===== src/hw/fetch_pkg.sv =====
// shared fetch subsystem constants, cache geometry and state enums

package fetch_pkg;

	// program counter value after reset
	// instruction memory begins here
	localparam logic [31:0] RESET_PC = 32'h0600_2000;

	// no-operation encoding
	// major opcode 01111 in the top five bits, all other bits zero
	localparam logic [31:0] NOP_INSTR = {5'b01111, 27'd0};

	// cache line geometry
	// one line is sixteen 32-bit words
	localparam int LINE_WORDS = 16;
	localparam int LINE_BITS = LINE_WORDS * 32;

	// direct mapped with eight sets
	localparam int CACHE_LINES = 8;

	// address split, from the top: tag | index | word offset | byte offset
	localparam int INDEX_BITS = 3;
	localparam int OFFSET_BITS = 4;
	// the low two bits pick a byte inside a word and are never used by fetch
	localparam int TAG_BITS = 32 - INDEX_BITS - OFFSET_BITS - 2;

	// icache controller states
	typedef enum logic {
		IDLE_LOOKUP,
		WAIT_FILL
	} cache_state_e;

	// line fill engine states
	typedef enum logic [1:0] {
		FILL_IDLE,
		FILL_BEAT,
		FILL_DONE
	} fill_state_e;

endpackage


===== src/hw/line_fill.sv =====
// line fill engine: Wishbone classic read master assembling one cache line from 16 beats

`timescale 1ns/1ps

module line_fill (
	input  logic                           clk,
	input  logic                           rst_n,
	// request from the icache, line aligned address
	input  logic                           fill_req,
	input  logic [31:0]                    fill_addr,
	// Wishbone read data and acknowledge
	input  logic [31:0]                    wb_dat_i,
	input  logic                           wb_ack,
	output logic [fetch_pkg::LINE_BITS-1:0] fill_line,
	output logic                           fill_done,
	// Wishbone classic master outputs
	output logic                           wb_cyc,
	output logic                           wb_stb,
	output logic                           wb_we,
	output logic [31:0]                    wb_adr
);

	fetch_pkg::fill_state_e state;

	// beat counter, also the word position inside the line
	logic [fetch_pkg::OFFSET_BITS-1:0] beat;
	logic                              last_beat;

	// line buffer, one word per beat
	logic [fetch_pkg::LINE_WORDS-1:0][31:0] line_buf;

	assign last_beat = (beat == fetch_pkg::OFFSET_BITS'(fetch_pkg::LINE_WORDS - 1));

	// cyc and stb together for the full burst
	assign wb_cyc = (state == fetch_pkg::FILL_BEAT);
	assign wb_stb = (state == fetch_pkg::FILL_BEAT);
	// read only master
	assign wb_we = 1'b0;

	// one cycle pulse after the sixteenth ack
	assign fill_done = (state == fetch_pkg::FILL_DONE);
	assign fill_line = line_buf;

	// control: state, beat count and bus address
	always_ff @(posedge clk or negedge rst_n) begin
		if (!rst_n) begin
			state  <= fetch_pkg::FILL_IDLE;
			beat   <= '0;
			wb_adr <= '0;
		end else begin
			case (state)
				fetch_pkg::FILL_IDLE: begin
					if (fill_req) begin
						state  <= fetch_pkg::FILL_BEAT;
						beat   <= '0;
						wb_adr <= fill_addr;
					end
				end
				fetch_pkg::FILL_BEAT: begin
					// wait states from the slave just hold everything
					if (wb_ack) begin
						beat   <= beat + 1'b1;
						wb_adr <= wb_adr + 32'd4;
						if (last_beat) begin
							state <= fetch_pkg::FILL_DONE;
						end
					end
				end
				fetch_pkg::FILL_DONE: begin
					// icache drops fill_req on the next edge
					state <= fetch_pkg::FILL_IDLE;
				end
				default: begin
					state <= fetch_pkg::FILL_IDLE;
				end
			endcase
		end
	end

	// capture each acked word at its beat position
	always_ff @(posedge clk) begin
		if (state == fetch_pkg::FILL_BEAT && wb_ack) begin
			line_buf[beat] <= wb_dat_i;
		end
	end

endmodule


===== config.mk =====
export PLATFORM = sky130hd
export DESIGN_NAME = line_fill
export DESIGN_NICKNAME = d
export VERILOG_FILES = /design/src/hw/fetch_pkg.sv /design/src/hw/line_fill.sv
export SDC_FILE = /design/constraint.sdc
export NUM_CORES = 1
export LEC_CHECK = 0
export BUFFER_PORTS_ARGS = -buffer_cell sky130_fd_sc_hd__buf_4
export CORE_AREA = 2 2 241 243
export CTS_BUF_LIST = sky130_fd_sc_hd__clkbuf_16
export CTS_CLUSTER_DIAMETER = 50
export DETAILED_ROUTE_END_ITERATION = 8
export DIE_AREA = 0 0 243 245
export RECOVER_POWER = 50
export SLEW_MARGIN = 0
export SYNTH_ARGS = -nofsm -noshare
export SYNTH_HDL_FRONTEND = slang
export SYNTH_SLANG_ARGS = --single-unit

===== constraint.sdc =====
create_clock -name clk -period 3.7 [get_ports clk]
set_input_delay 0.925 -clock clk [delete_from_list [all_inputs] [get_ports clk]]
set_output_delay 0.925 -clock clk [all_outputs]
set_load 0.03 [all_outputs]

==> results of run 1 <==
cells in the final DEF, fill, tap and decap left out, types with 5 or more instances in the layout:
| cell type | instances |
|---|---|
| ha_1 | 5 |
| and3_1 | 7 |
| clkinv_1 | 5 |
| o21ai_0 | 19 |
| a31oi_1 | 5 |
| nor2_4 | 12 |
| clkinv_2 | 7 |
| clkbuf_16 | 67 |
| nand2_1 | 37 |
| nor3_1 | 5 |
| nand3_1 | 12 |
| nor2_1 | 32 |
| a21oi_1 | 34 |
| edfxtp_1 | 512 |
| nand4_1 | 8 |
| inv_1 | 18 |
| bufinv_16 | 7 |
| inv_6 | 6 |
| clkbuf_1 | 246 |
| buf_4 | 392 |
| nor3_4 | 5 |
| dfrtp_1 | 38 |
| o22ai_1 | 8 |
cell families after synthesis:
family          count (synthesis)
compound gates                 87
xor+xnor                        2
fa+ha+maj                       5
buf+inv                        28
flops                         550
mux                             4
other cells                     1
simple gates                  141
per-stage QoR:
step / power, mW / instances / worst slack (ps) / area (um^2) / hold slack (ps)
floorplan: 9.77 / 818 / 598 / 17900 / 510
detailed placement: 11.3 / 2202 / 800 / 23700 / 480
global route: 18.2 / 2320 / 509 / 25000 / 512
global placement: 11.3 / 2202 / 867 / 23700 / 488
finish: 17.6 / 2320 / 681 / 25000 / 494
CTS: 17.9 / 2320 / 749 / 25900 / 288
layer usage:
metal,vias up,GRT usage (%)
met1,5461,24.0
li1,4595,-
met2,575,31.3
met5,-,0
met4,0,5.74
met3,79,5.79
sequential cells by signal, summed over array words and instances (netlist names):
signal	flops
wb_adr	32
beat	4
fill_line	512
state	2
synthesized netlist by cell type, types with 3 or more instances:
cell / instances / share of area [%]
ha_1: 5 / 0.35
or3_1: 4 / 0.14
dfrtp_1: 38 / 5.3
a2bb2oi_1: 3 / 0.15
nand2_1: 37 / 0.78
a31oi_1: 5 / 0.18
inv_1: 6 / 0.13
nand4_1: 8 / 0.28
nand2b_1: 3 / 0.11
nor3_1: 9 / 0.25
nand3_1: 12 / 0.34
a21oi_1: 34 / 0.95
buf_2: 9 / 0.25
o22ai_1: 8 / 0.28
edfxtp_1: 512 / 86
o31ai_1: 3 / 0.13
mux2i_1: 4 / 0.22
and3_1: 7 / 0.25
clkbuf_1: 8 / 0.17
o21ai_0: 19 / 0.53
nor2_1: 43 / 0.90
area by class of cell:
class                           count  area, um^2
Sequential cell                   550       16300
Fill cell                        5194       32000
Tap cell                          765         957
Multi-Input combinational cell    240        1520
Inverter                            6        22.5
Clock inverter                     51         562
Clock buffer                       67        1680
Timing Repair Buffer              641        3930
worst max path at each step:
stage	startpoint	endpoint	slack (ps)	cells after the start
detailed placement	wb_ack	fill_line[420]$_DFFE_PP_	800	5
global placement	wb_ack	fill_line[420]$_DFFE_PP_	870	5
finish	wb_ack	wb_adr[25]$_DFFE_PN0P_	680	6
floorplan	wb_ack	fill_line[416]$_DFFE_PP_	600	4
global route	state[0]$_DFFE_PN0P_	wb_adr[25]$_DFFE_PN0P_	510	5
CTS	state[1]$_DFFE_PN0P_	wb_stb	750	4
critical path: cells and delay by family:
family	cells	cell delay (ps)
AO/OA/AOI/OAI	2	590
buffers and inverters	1	140
multiplexers	1	170
AND/OR/NAND/NOR	2	1660
power breakdown:
| part | leakage [nW] | switching, mW | internal (mW) |
|---|---|---|---|
| Sequential | 5.07 | 0.457 | 7.48 |
| Combinational | 2.74 | 2.26 | 0.857 |
| Clock | 1.13 | 2.64 | 3.87 |
| Total | 8.93 | 5.36 | 12.2 |
==> results.yml, run 1 <==
yosys:
  synth_compound_area_share_pct: 2.97
  yosys.area_share.xor_xnor_pct: 0.0981
  synth-edff-count: 512
  yosys_most_used_dff: "edfxtp_1"
  synth_top_family_by_area: "simple AND/OR/NAND/NOR gates"
  yosysSeqAreaShare_pct: 91.5
  ys.warnings.count: 0
  async_flop_share_pct: 6.91
  synth.distinct_cells: 55
  mappedNetlistArea_mm2: 0.0178
  synthCells: 818
  synthAdderAreaFrac_pct: 0.351
  synth_simple_gate_area_share_pct: 4.08
  syn_nets: 891
  synth-seq-cells: 550
  synth_mux_area_share_pct: 0.224
  avgSynthCellArea_um2: 21.8
worst_setup_path:
  required_ps: 4180
  crit_path_top_delay_cell: "or2_0"
  cp_max_fo: 26
  cp-start-kind: "input port"
  r2r_setup_slack_ps: 700
  cp-end-kind: "register"
  rr_worst_depth: 5
  criticalPathCategory: "in2reg"
  crit_arrival_ps: 3500
  r2r-start: "state[0]$_DFFE_PN0P_"
  cp_slowest_stage_delay_ps: 1110
  reg2reg_to: "wb_adr[25]$_DFFE_PN0P_"
  path_cells: "buf_4 > mux2i_1 > or2_0 > nor2_1 > a22o_1 > a311o_1"
global_routing:
  grt_max_degree: 50
  grt_pass1_wl_um: 80400
  grt_use_total_pct: 19.0
  grt_pass1_vias: 10511
  grt_antenna_before_repair: 1
  overflow: 0
cells_and_area:
  syn_to_final_growth_pct: 40.0
  drive_gt1_share_pct: 33.6
  final_nets: 1578
  antenna_cells: 0
  final_util_pct: 43.8
timing:
  tns_ps: 0
  max_slew_margin_pct: -45.0
  fin_crit_sh_pct: 81.6
  rsz0062_at_grt: "false"
  setup-violations-final: 0
  fmax_ghz: 0.331
  skew_ps: 26.3
  hold_viol_final: 0
  fin_crit_ps: 3020
  max_slew.worst_pin.slew_ps: 2180
  slew_viol_final: 56
clock_network:
  clkLatencyLatePin_ps: 600
  ctsLongestPathBuffers: 3
  clock_sinks: 550
  cts_resized: 0
  htreeDepth: 3
  cts_tree: "built"
  clk_pin_slew_worst_paths_ps: 50
  hold_buffers: 0
  cts_root_buffer: "clkbuf_16"
  post_cts_buffers: 0
  cts_buffers: 66
drt:
  via_count: 10710
  dr_wl_met2_um: 28500
  wire_per_inst_um: 25.3
  routed_wl_um: 58600
  vias_per_cell: 4.62
  drc: 0
  first_pass_iters: 4
  antenna_left: 0
  wl_met1_um: 23600
  first_iter_violations: 691
  routed.top_layer: "met4"
  routed-wl-met3_um: 5320
run_status:
  status: "complete, but fails checks"
  violations: "capacitance limit, slew limit"
power:
  powerDensity_mw_per_mm2: 703
  power.leakage_nw: 8.93
  ir_drop_mv: 0.437
worst_hold_path:
  hold_depth: 2
  hold_end: "wb_adr[1]$_DFFE_PN0P_"
  hold_path_class: "reg2reg"
  min-delay-start: "wb_adr[1]$_DFFE_PN0P_"
floorplanning:
  dieHeight_um: 245
  initial_core_util_pct: 31.3
  io_pins: 616
  core_mm2: 0.0570
  die_w_um: 243
  fp-row-count: 88
  die-area_mm2: 0.0595
place:
  port_buffers: 614
  gp_congestion: 0.880
  hpwl_um: 40200
flow_run:
  maxCapViolCount: 2
Note: power is estimated with default switching activity, not from simulation.
==> run 2, diff against run 1 <==
==> constraint.sdc (replaced) <==
create_clock -name clk -period 2.46 [get_ports clk]
set_input_delay 0.615 -clock clk [delete_from_list [all_inputs] [get_ports clk]]
set_output_delay 0.615 -clock clk [all_outputs]
set_load 0.03 [all_outputs]
==> results.yml, run 2 (synthesis gave the netlist of run 1 again) <==
drt:
  via_count: 10656
  wire_per_inst_um: 25.0
  vias_per_cell: 4.58
  drc: 0
  antenna_left: 0
  first_iter_violations: 762
  routed_wl_um: 58200
  first_pass_iters: 5
floorplanning:
  initial_core_util_pct: 31.3
  fp-row-count: 88
  core_mm2: 0.0570
  die-area_mm2: 0.0595
  die_w_um: 243
  io_pins: 616
  dieHeight_um: 245
global_routing:
  grt_pass1_vias: 10442
  grt_use_total_pct: 19.0
  overflow: 0
  grt_antenna_before_repair: 1
  grt_max_degree: 39
  grt_pass1_wl_um: 80300
timing:
  max_slew_margin_pct: 21.9
  skew_ps: 27.0
  hold_viol_final: 0
  fmax_ghz: 0.425
  fin_crit_ps: 2350
  setup-violations-final: 0
  rsz0062_at_grt: "false"
  max_slew.worst_pin.slew_ps: 1170
  fin_crit_sh_pct: 95.6
  hold_ws_ps: 221
  slew_viol_final: 0
worst_setup_path:
  required_ps: 1850
  crit_arrival_ps: 1740
  cp-end-kind: "output pin"
  rr_worst_depth: 5
  cp-start-kind: "register"
  r2r-start: "state[0]$_DFFE_PN0P_"
  criticalPathCategory: "reg2out"
  path_cells: "nand2b_1 > inv_2 > buf_8 > buf_4"
  reg2reg_to: "wb_adr[25]$_DFFE_PN0P_"
  cp_slowest_stage_delay_ps: 410
  cp_max_fo: 36
  r2r_setup_slack_ps: 150
  crit_path_top_delay_cell: "dfrtp_1"
cells_and_area:
  final_nets: 1582
  drive_gt1_share_pct: 31.0
  fin_cells: 2327
  largest_reg_flops: 512
  syn_to_final_growth_pct: 39.7
  final_cell_mix: "edfxtp_1, buf_4, clkbuf_1"
  antenna_cells: 0
  final_common_cell: "edfxtp_1"
  fillers: 5242
place:
  placed_cells: 2205
  hpwl_um: 39400
  gp_congestion: 0.882
  port_buffers: 614
flow_run:
  maxCapViolCount: 0
worst_hold_path:
  min-delay-start: "fill_addr[0]"
  hold_depth: 3
  hold_end: "wb_adr[0]$_DFFE_PN0P_"
  hold_path_class: "in2reg"
clock_network:
  clkLatencyLatePin_ps: 590
  cts_root_buffer: "clkbuf_16"
  ctsLongestPathBuffers: 3
  cts_tree: "built"
  htreeDepth: 3
  clock_sinks: 550
  post_cts_buffers: 0
  cts_buffers: 66
  clk_pin_slew_worst_paths_ps: 60
power:
  powerDensity_mw_per_mm2: 1060
  power.leakage_nw: 8.79
  ir_drop_mv: 0.523
run_status:
  status: "completed"
## run 2: worst max-delay path by stage
stage / to / startpoint / slack, ps / cells after the start
floorplan: fill_line[288]$_DFFE_PP_ / state[1]$_DFFE_PN0P_ / -30 / 7
global placement: wb_adr[30]$_DFFE_PN0P_ / wb_ack / 340 / 6
detailed placement: wb_adr[30]$_DFFE_PN0P_ / wb_ack / 300 / 6
CTS: wb_stb / state[1]$_DFFE_PN0P_ / 30 / 4
global route: wb_cyc / state[1]$_DFFE_PN0P_ / 20 / 4
finish: wb_stb / state[1]$_DFFE_PN0P_ / 110 / 4
## run 2: worst max-delay path: cells and delay by family, from the launching register on
kind	cells	cell delay, ps
simple gates	1	180
buf+inv	3	540
flops	1	410
## run 2: through the flow
| step | setup TNS, ps | instance area (um^2) | util (%) | power, mW | worst slack, ps |
|---|---|---|---|---|---|
| global placement | 0 | 23800 | 41.7 | 17.1 | 344 |
| finish | 0 | 24900 | 43.7 | 26.4 | 109 |
| CTS | 0 | 26000 | 45.6 | 26.9 | 28.1 |
| floorplan | -4750 | 17900 | - | 14.8 | -29.7 |
| global route | 0 | 24900 | 43.7 | 27.4 | 15.9 |
| detailed placement | 0 | 23800 | 41.7 | 17.2 | 304 |
## run 2: area by class of cell
cell class / instances / area (um^2) / share of cell area [%]
Clock buffer: 68 / 1700 / 6.83
Clock inverter: 53 / 495 / 1.99
Inverter: 6 / 22.5 / 0.0903
Multi-Input combinational cell: 240 / 1520 / 6.11
Sequential cell: 550 / 16300 / 65.5
Tap cell: 765 / 957 / 3.84
Timing Repair Buffer: 645 / 3900 / 15.7
## run 2: timing repair
item / 4_1_cts / 5_1_grt
endpoints found under the hold margin: 38 / 0
cloned: 0 / 0
resized for setup: 1 / 1
hold buffers: 1 / 0
setup endpoints to repair: 2 / 2
## run 2: where the power goes
group	internal, mW	switching, mW
clock	5.82	3.86
sequential	11.2	0.626
combinational	1.36	3.50
## run 2: per-layer routing
| metal | global-route usage [%] | wire length (um) | up-vias |
|---|---|---|---|
| met1 | 23.0 | 22200 | 5355 |
| li1 | - | - | 4625 |
| met2 | 31.1 | 28300 | 599 |
| met5 | 0 | 0 | - |
| met3 | 7.69 | 6380 | 77 |
| met4 | 6.03 | 1240 | 0 |
