`src/hw/fetch_pkg.sv`:
```
// shared fetch subsystem constants, cache geometry and state enums

package fetch_pkg;

	// program counter value after reset
	// instruction memory begins here
	localparam logic [31:0] RESET_PC = 32'h0600_2000;

	// no-operation encoding
	// major opcode 01111 in the top five bits, all other bits zero
	localparam logic [31:0] NOP_INSTR = {5'b01111, 27'd0};

	// cache line geometry
	// one line is sixteen 32-bit words
	localparam int LINE_WORDS = 16;
	localparam int LINE_BITS = LINE_WORDS * 32;

	// direct mapped with eight sets
	localparam int CACHE_LINES = 8;

	// address split, from the top: tag | index | word offset | byte offset
	localparam int INDEX_BITS = 3;
	localparam int OFFSET_BITS = 4;
	// the low two bits pick a byte inside a word and are never used by fetch
	localparam int TAG_BITS = 32 - INDEX_BITS - OFFSET_BITS - 2;

	// icache controller states
	typedef enum logic {
		IDLE_LOOKUP,
		WAIT_FILL
	} cache_state_e;

	// line fill engine states
	typedef enum logic [1:0] {
		FILL_IDLE,
		FILL_BEAT,
		FILL_DONE
	} fill_state_e;

endpackage

```
`src/hw/fetch.sv`:
```
// fetch stage: program counter register, next pc selection, instruction source mux

`timescale 1ns/1ps

module fetch (
	input  logic        clk,
	input  logic        rst_n,
	// next pc computed by the core (pc + 4 or a branch target)
	input  logic [31:0] in_pc_next,
	input  logic        stall,
	input  logic        flush,
	// return from interrupt
	input  logic        restore,
	input  logic [31:0] pc_before_int,
	// injected instruction from the cpu interrupt FSM
	input  logic        use_cpu_injection,
	input  logic [31:0] cpu_injection,
	// injected instruction from the interrupt controller
	input  logic        use_int_instr,
	input  logic [31:0] int_instr,
	// word read from the icache at pc
	input  logic [31:0] rd_data,
	output logic [31:0] pc,
	output logic [31:0] instr
);

	logic [31:0] pc_next;
	logic        pc_hold;

	// hold only on stall without flush
	// a flush means a taken branch, so the pc must move even when stalled
	//   flush stall | update
	//     0     0   |   1
	//     0     1   |   0
	//     1     0   |   1
	//     1     1   |   1
	assign pc_hold = stall & ~flush;

	// restore wins over everything else
	always_comb begin
		if (restore) begin
			pc_next = pc_before_int;
		end else if (pc_hold) begin
			pc_next = pc;
		end else begin
			pc_next = in_pc_next;
		end
	end

	// program counter register, updated on every edge
	always_ff @(posedge clk or negedge rst_n) begin
		if (!rst_n) begin
			pc <= fetch_pkg::RESET_PC;
		end else begin
			pc <= pc_next;
		end
	end

	// instruction source priority
	// flush squashes to a NOP, then the two injections, then memory
	// injections also cover a miss still in flight, rd_data is ignored then
	always_comb begin
		if (flush) begin
			instr = fetch_pkg::NOP_INSTR;
		end else if (use_cpu_injection) begin
			instr = cpu_injection;
		end else if (use_int_instr) begin
			instr = int_instr;
		end else begin
			// plain fetch from the icache
			instr = rd_data;
		end
	end

endmodule

```
`config.mk`:
```
export PLATFORM = sky130hd
export DESIGN_NAME = fetch
export DESIGN_NICKNAME = d
export VERILOG_FILES = /design/src/hw/fetch_pkg.sv /design/src/hw/fetch.sv
export SDC_FILE = /design/constraint.sdc
export NUM_CORES = 1
export LEC_CHECK = 0
export ABC_CLOCK_PERIOD_IN_PS = 3000
export BUFFER_PORTS_ARGS = -buffer_cell sky130_fd_sc_hd__buf_2
export CORE_AREA = 3 3 93 95
export DETAILED_ROUTE_END_ITERATION = 10
export DIE_AREA = 0 0 96 98
export PLACE_DENSITY = 0.7
export SLEW_MARGIN = 20
export SYNTH_ARGS = -nofsm -noshare
export SYNTH_HDL_FRONTEND = slang
export SYNTH_SLANG_ARGS = --single-unit
```
`constraint.sdc`:
```
create_clock -name clk -period 3 [get_ports clk]
set_input_delay 0.6 -clock clk [delete_from_list [all_inputs] [get_ports clk]]
set_output_delay 0.6 -clock clk [all_outputs]
set_load 0.03 [all_outputs]
```
==> results of run 1 <==
[where the power goes]
group	internal, mW	leakage, nW	switching (mW)
Combinational	0.223	1.65	0.331
Clock	0.187	0.0455	0.154
Sequential	0.474	0.381	0.0220
Total	0.885	2.07	0.507
[worst max-delay path: stages]
cell and delay [ns]:
buf_2 0.36, inv_2 0.32, a211oi_1 0.32, buf_2 0.25
[through the flow]
| step | area (µm²) | hold slack, ns |
|---|---|---|
| after detailed placement | 3860 | 0.537 |
| after floorplan | 2750 | 0.304 |
| after global routing | 3950 | 0.434 |
| after CTS | 3950 | 0.400 |
| after global placement | 3860 | 0.531 |
| final | 3950 | 0.383 |
[final timing paths]
kind                            end  cells after the start              start
min                          pc[27]                      1              rst_n
max                        instr[7]                      4  use_cpu_injection
min reg2reg                  pc[26]                      2             pc[26]
min in group clk             pc[21]                      3  pc_before_int[21]
max in group asynchronous    pc[18]                      1              rst_n
max reg2reg                  pc[13]                      2             pc[13]
[layer usage]
layer,part of all wire [%],vias up,GRT usage (%)
li1,-,1493,-
met1,38,1340,20.9
met2,50,155,32.8
met3,11,6,4.62
met4,1.1,0,5.58
met5,0,-,0
[logic make-up (layout without fill, tap and decap cells)]
logic type	count (synthesis)	after routing	share of synthesized area, %
AO/OA/AOI/OAI	64	64	21.1
buffers and inverters	65	277	13.1
flip-flops	32	32	29.2
multiplexers	32	32	11.6
AND/OR/NAND/NOR	96	96	24.9
[final cells by class]
class                           instances  area, µm²  area share, %
Tap cell                              102        128           3.23
Timing Repair Buffer                  236       1220           30.9
Multi-Input combinational cell        192       1590           40.1
Inverter                               33        124           3.13
Sequential cell                        32        805           20.4
Clock buffer                            8       90.1           2.28
[placed cells by master, fill, tap and decap left out, drive strengths merged, types with 2 or more instances in the layout]
master,n
a211oi,28
a2bb2oi,3
buf,236
clkbuf,8
dfrtp,29
dfstp,3
inv,33
mux2i,32
nand2,32
nand4bb,32
nor2,2
nor2b,29
o311ai,32
==> results.cfg, run 1 <==
[synthesis]
synth_warnings = 0
synth_common_cells = inv_1, mux2i_1, nand2_1, nand4bb_1, dfrtp_1
async_reset_ff_share_pct = 100
synth-edff-count = 0
synthCells = 289
ys_ff_latch = 32
synth_top_area_cell = dfrtp_1
synth_top_area_share_pct = 26.4
synthFlopType = dfrtp_1
synth_fp_nets = 456
synth.yosys.seq_area_share_pct = 29.2
synth_area_leaders = dfrtp_1, nand4bb_1, mux2i_1, a211oi_1, nor2b_1
synthDistinctLibCells = 25
syn_area_mm2 = 0.00275
avgSynthCellArea_um2 = 9.52

[route]
drc = 0
totalWireLength_um = 9130
wl_per_cell_um = 15.1
vias = 2994
via_per_inst = 4.97
drtIter0Drc = 65
drt_first_pass_iters = 6
antenna_left = 0

[worst_setup_path]
crit_arrival_ns = 1.86
r2r_setup_slack_ns = 2.17
timing_worst_setup_path_type = input pin to output pin
crit_path_start_kind = input pin
crit_fanout = 32
critPathCaptureType = output pin
cp.required_ns = 2.40

[power_and_ir_drop]
power_density_mw_per_mm2 = 352
ir_worst_vdd_mv = 0.236
finalPower_mw = 1.39
p_leak_nw = 2.07

[die]
fp.dieW_um = 96
coreArea_mm2 = 0.00781
die_area_mm2 = 0.00941
start_util_pct = 35.2
ios = 231
fp-row-count = 32
die_y_um = 98

[final_layout]
drive_gt1_share_pct = 51.1
n_antenna_cell = 0
final_cells = 603
postLayoutCoreUtil_pct = 50.6
top_register = pc
largest_register_ffs = 32
fill_cells = 772
area_growth_pct = 43.7
reg_top3 = pc (32)
layout.nets = 667

[grt]
gr-usage-all-layers_pct = 18.3
grt_pass1_wl_um = 13900
grt_max_degree = 97
antenna_found_initial = 0
overflow = 0
grt_pass1_vias = 2936

[clocking]
clk_pin_slew_ns = 0.07
hold_buffers = 0
htree_num_levels = 2
clockBufferDepth = 2
clock-sinks = 32
cts_inserted_buffers = 5
post_cts_resized = 0
post_cts_buffers = 0
clkLatencyLatePin_ns = 0.27
cts-root-buf = clkbuf_8
cts_tree = yes

[timing]
hold_viol = 0
layout_min_cycle_time_ns = 2.46
slew_violations = 0
skew_ns = 0
tns_ns = 0
fmax_ghz = 0.407
slew_headroom_pct = 47.7
tightestPinTransition_ns = 0.783
finalWorstSetupSlack_ns = 0.543
setup_viol = 0
rsz0062_at_grt = no
finalCritPeriodShare_pct = 81.9

[place]
post-place-ws_ns = 0.532
placed_cells = 595
numPortBuffers = 230
dp_hpwl_um = 7240
gp_congestion = 0.766

[job]
maxCapViolCount = 0

[hold_path]
hp-class = input pin to async pin

[outcome]
status = complete, no violations
Note: power is estimated with default switching activity, not from simulation.
==> run 2: changes to the inputs <==
- ABC_CLOCK_PERIOD_IN_PS: 3000 -> 2400
- clock period: 3 -> 2.4 ns (I/O delays scaled with it)
==> run 2 against run 1 <==
Compared with the run above: register-to-register slack lost 0.62 ns; setup slack got worse by 0.33 ns; cell area increased by 1.4%; via count is 0.70% higher; clock skew did not move; final cell count increased by 0.17%; routed wire length up 2.4%; critical endpoint is now instr[21].
==> results.cfg, run 2 (synthesized netlist as in run 1, its figures left out) <==
[final_layout]
regArea_um2 = 805
final_common_cell = buf_2
top_register = pc
drive_gt1_share_pct = 51.6
postLayoutCoreUtil_pct = 51.3
multi_input_area_mm2 = 0.00159
layout.nets = 668
fill_cells = 769
largest_register_ffs = 32
area_growth_pct = 45.7
final_cell_mix = buf_2, mux2i_1, inv_1, nand4bb_1, nand2_1
n_antenna_cell = 0
reg_top3 = pc (32)

[worst_setup_path]
crit_path_start_kind = input pin
crit_arrival_ns = 1.71
reg2reg_depth = 2
timing_worst_setup_path_type = input pin to output pin
cp.required_ns = 1.92
crit_fanout = 30
r2r_setup_slack_ns = 1.55
critPathCaptureType = output pin

[route]
drtIter0Drc = 60
drt_first_pass_iters = 4
antenna_left = 0
via_per_inst = 4.99
drc = 0
totalWireLength_um = 9350
wl_per_cell_um = 15.5
vias = 3015

[clocking]
post_cts_buffers = 0
cts_tree = yes
clockBufferDepth = 2
cts-root-buf = clkbuf_8
clk_pin_slew_ns = 0.08
htree_num_levels = 2
cts_inserted_buffers = 5
hold_buffers = 0
post_cts_resized = 0
clock-sinks = 32
clkLatencyLatePin_ns = 0.28

[timing]
finalCritPeriodShare_pct = 91.1
skew_ns = 0
setup_viol = 0
rsz0062_at_grt = no
hold_viol = 0
slew_headroom_pct = 49.9
slew_violations = 0
fmax_ghz = 0.457
layout_min_cycle_time_ns = 2.19
finalWorstSetupSlack_ns = 0.214
tightestPinTransition_ns = 0.752
tns_ns = 0

[die]
ios = 231
die_area_mm2 = 0.00941
start_util_pct = 35.2
coreArea_mm2 = 0.00781
fp.dieW_um = 96
die_y_um = 98
fp-row-count = 32

[power_and_ir_drop]
finalPower_mw = 1.90
power_density_mw_per_mm2 = 473
p_leak_nw = 2.10
ir_worst_vdd_mv = 0.394

[grt]
gr-usage-all-layers_pct = 19.0
grt_pass1_wl_um = 14200
grt_max_degree = 97
antenna_found_initial = 0
grt_pass1_vias = 2921
overflow = 0

[hold_path]
hp-class = input pin to async pin

[place]
post-place-ws_ns = 0.223
dp_hpwl_um = 7280
numPortBuffers = 230
gp_congestion = 0.786

[outcome]
status = complete, no violations

[job]
maxCapViolCount = 0
-- run 2: changes by cell type in the layout (fill, tap and decap cells not counted) --
cell,previous run,this run
buf_12,2,3
clkbuf_8,6,7
bufinv_16,0,1
clkbuf_1,2,0
-- run 2: cell type report --
| cell class | instances | area share (%) |
|---|---|---|
| Inverter | 33 | 3.09 |
| Clock buffer | 7 | 2.40 |
| Tap cell | 102 | 3.18 |
| Multi-Input combinational cell | 192 | 39.5 |
| Sequential cell | 32 | 20.1 |
| Timing Repair Buffer | 237 | 31.0 |
| Clock inverter | 1 | 0.749 |
-- run 2: metrics by stage --
stage          instance area (µm²)  std cells  hold slack (ns)
6_report                      4010        604            0.261
5_1_grt                       4010        604            0.317
4_1_cts                       4010        604            0.278
3_5_place_dp                  3880        596            0.538
3_3_place_gp                  3880        596            0.531
2_1_floorplan                 2750        289            0.184
-- run 2: per-layer routing --
layer | up-vias | GRT usage [%] | wire length [µm]
met4 | 0 | 6.02 | 121
met1 | 1359 | 21.8 | 3710
met3 | 8 | 4.78 | 1000
met2 | 155 | 33.7 | 4520
li1 | 1493 | - | -
met5 | - | 0 | 0
-- run 2: where the power goes --
part | total (mW) | internal, mW | switching (mW)
clock | 0.577 | 0.367 | 0.211
sequential | 0.620 | 0.592 | 0.0274
combinational | 0.700 | 0.282 | 0.417
-- run 2: worst paths after layout --
check / startpoint / end
worst max-delay path: use_cpu_injection / instr[21]
worst min-delay path: rst_n / pc[19]
worst max register to register: pc[25] / pc[25]
worst min register to register: pc[26] / pc[26]
max in group asynchronous: rst_n / pc[15]
min in group clk: pc_before_int[21] / pc[21]
-- run 2: worst max-delay path, stage by stage --
cell and delay (ns):
buf_2 0.34, inv_2 0.31, a211oi_1 0.31, buf_2 0.25
==> run 3: changes to the inputs <==
- CORE_AREA: 3 3 93 95 -> 3 3 88 90
- DIE_AREA: 0 0 96 98 -> 0 0 91 93
- PLACE_DENSITY: 0.7 -> 0.77
==> run 3 against run 2 <==
Compared with the run above: count of clock-buffer cells in the layout is 1 higher; register-to-register slack worse by 0.04 ns; sequential power hardly changed; die area is 10% lower; via count is 2.2% higher; final cell count is 0.33% lower; cell area is 0.81% lower; sequential cell count stayed put; first-iteration DRC count is 95% higher; largest power group unchanged.
==> results.cfg, run 3 (synthesized netlist as in run 1, its figures left out) <==
[worst_setup_path]
critPathBufInv = 3
reg2reg_depth = 2
timing.rr.end = pc[13]
timing_worst_setup_path_type = input pin to output pin
crit_path_frequent_cell = buf_2
cp.required_ns = 1.92
crit_arrival_ns = 1.69
slowest_delay_ns = 0.33
cp_slowest_cell = a211oi_1
crit_path_start_kind = input pin
crit_start = use_cpu_injection
crit_family = buffers and inverters
crit_fanout = 29
timing.rr.start = pc[13]
critPathCaptureType = output pin
crit_chain = buf_2 > inv_2 > a211oi_1 > buf_2
r2r_setup_slack_ns = 1.51

[die]
ios = 231
die_area_mm2 = 0.00846
coreArea_mm2 = 0.00714
die_y_um = 93
start_util_pct = 38.6
fp.dieW_um = 91
fp-row-count = 31

[clocking]
post_cts_resized = 0
cts_inserted_buffers = 5
cts-root-buf = clkbuf_8
clock-sinks = 32
clockBufferDepth = 2
htree_num_levels = 2
post_cts_buffers = 0
clk_pin_slew_ns = 0.07
cts_tree = yes
clkLatencyLatePin_ns = 0.28
hold_buffers = 0

[final_layout]
largest_register_ffs = 32
n_antenna_cell = 0
final_common_cell = buf_2
drive_gt1_share_pct = 51.3
top_register = pc
reg_top3 = pc (32)
area_growth_pct = 44.5
postLayoutCoreUtil_pct = 55.7
final_cells = 602
fill_cells = 690
layout.nets = 669
final_cell_mix = buf_2, mux2i_1, inv_1, nand4bb_1, nand2_1

[grt]
gr-usage-all-layers_pct = 20.6
grt_max_degree = 97
grt_pass1_vias = 2938
overflow = 0
grt_pass1_wl_um = 14300
antenna_found_initial = 0

[timing]
setup_viol = 0
tns_ns = 0
layout_min_cycle_time_ns = 2.17
hold_viol = 0
hold_ws_ns = 0.264
skew_ns = 0
slew_headroom_pct = 50.9
finalCritPeriodShare_pct = 90.4
fmax_ghz = 0.461
rsz0062_at_grt = no
finalWorstSetupSlack_ns = 0.230
tightestPinTransition_ns = 0.736
slew_violations = 0

[power_and_ir_drop]
p_leak_nw = 2.09
power_density_mw_per_mm2 = 442
ir_worst_vdd_mv = 0.329

[job]
maxCapViolCount = 0

[route]
drt_first_pass_iters = 4
vias = 3081
antenna_left = 0
drc = 0
drtIter0Drc = 117
via_per_inst = 5.12
totalWireLength_um = 9360
wl_per_cell_um = 15.5

[place]
placed_cells = 594
post-place-ws_ns = 0.245
numPortBuffers = 230
gp_congestion = 0.874
dp_hpwl_um = 7300

[hold_path]
hp-class = input pin to async pin

[outcome]
status = complete, no violations
==> run 3: changes by cell type in the layout (fill, tap and decap cells not counted) <==
cell,delta
clkbuf_1,+2
buf_4,+1
clkbuf_8,-1
bufinv_16,-1
==> run 3: worst max path at each step <==
stage / endpoint / depth (start not counted)
floorplan: instr[17] / 4
global placement: instr[31] / 5
detailed placement: instr[11] / 4
CTS: instr[11] / 4
global route: instr[11] / 4
finish: instr[11] / 4
==> run 3: final cells by class <==
class | instances | area [µm²] | area share [%]
clock buffers | 8 | 90.1 | 2.27
inverters | 33 | 124 | 3.12
multi-input cells | 192 | 1590 | 39.9
flip-flops and latches | 32 | 805 | 20.2
well taps | 99 | 124 | 3.12
repair buffers | 238 | 1250 | 31.4
==> run 3: worst register-to-register path: cells and delay by family (launching register included) <==
family	cells	cell delay (ns)
DFF	1	0.54
and+or+nand+nor	1	0.10
AOI/OAI and AO/OA	1	0.13
==> run 3: stage by stage <==
stage | instance area [µm²] | power [mW]
2_1_floorplan | 2750 | 1.06
3_3_place_gp | 3890 | 1.32
3_5_place_dp | 3890 | 1.34
4_1_cts | 3980 | 1.77
5_1_grt | 3980 | 1.85
6_report | 3980 | 1.76
==> run 3: power by group <==
group	total (mW)	internal, mW	switching, mW
logic	0.703	0.283	0.420
registers	0.622	0.593	0.0296
clock network	0.433	0.234	0.199
total	1.76	1.11	0.648
==> run 3: routing by layer <==
layer	routed length, µm	track usage (%)	vias up	part of all wire [%]
met3	836	4.59	12	8.9
li1	-	-	1489	-
met4	177	6.53	0	1.9
met2	4720	37.3	172	50
met5	0	0	-	0
met1	3620	24.2	1408	39
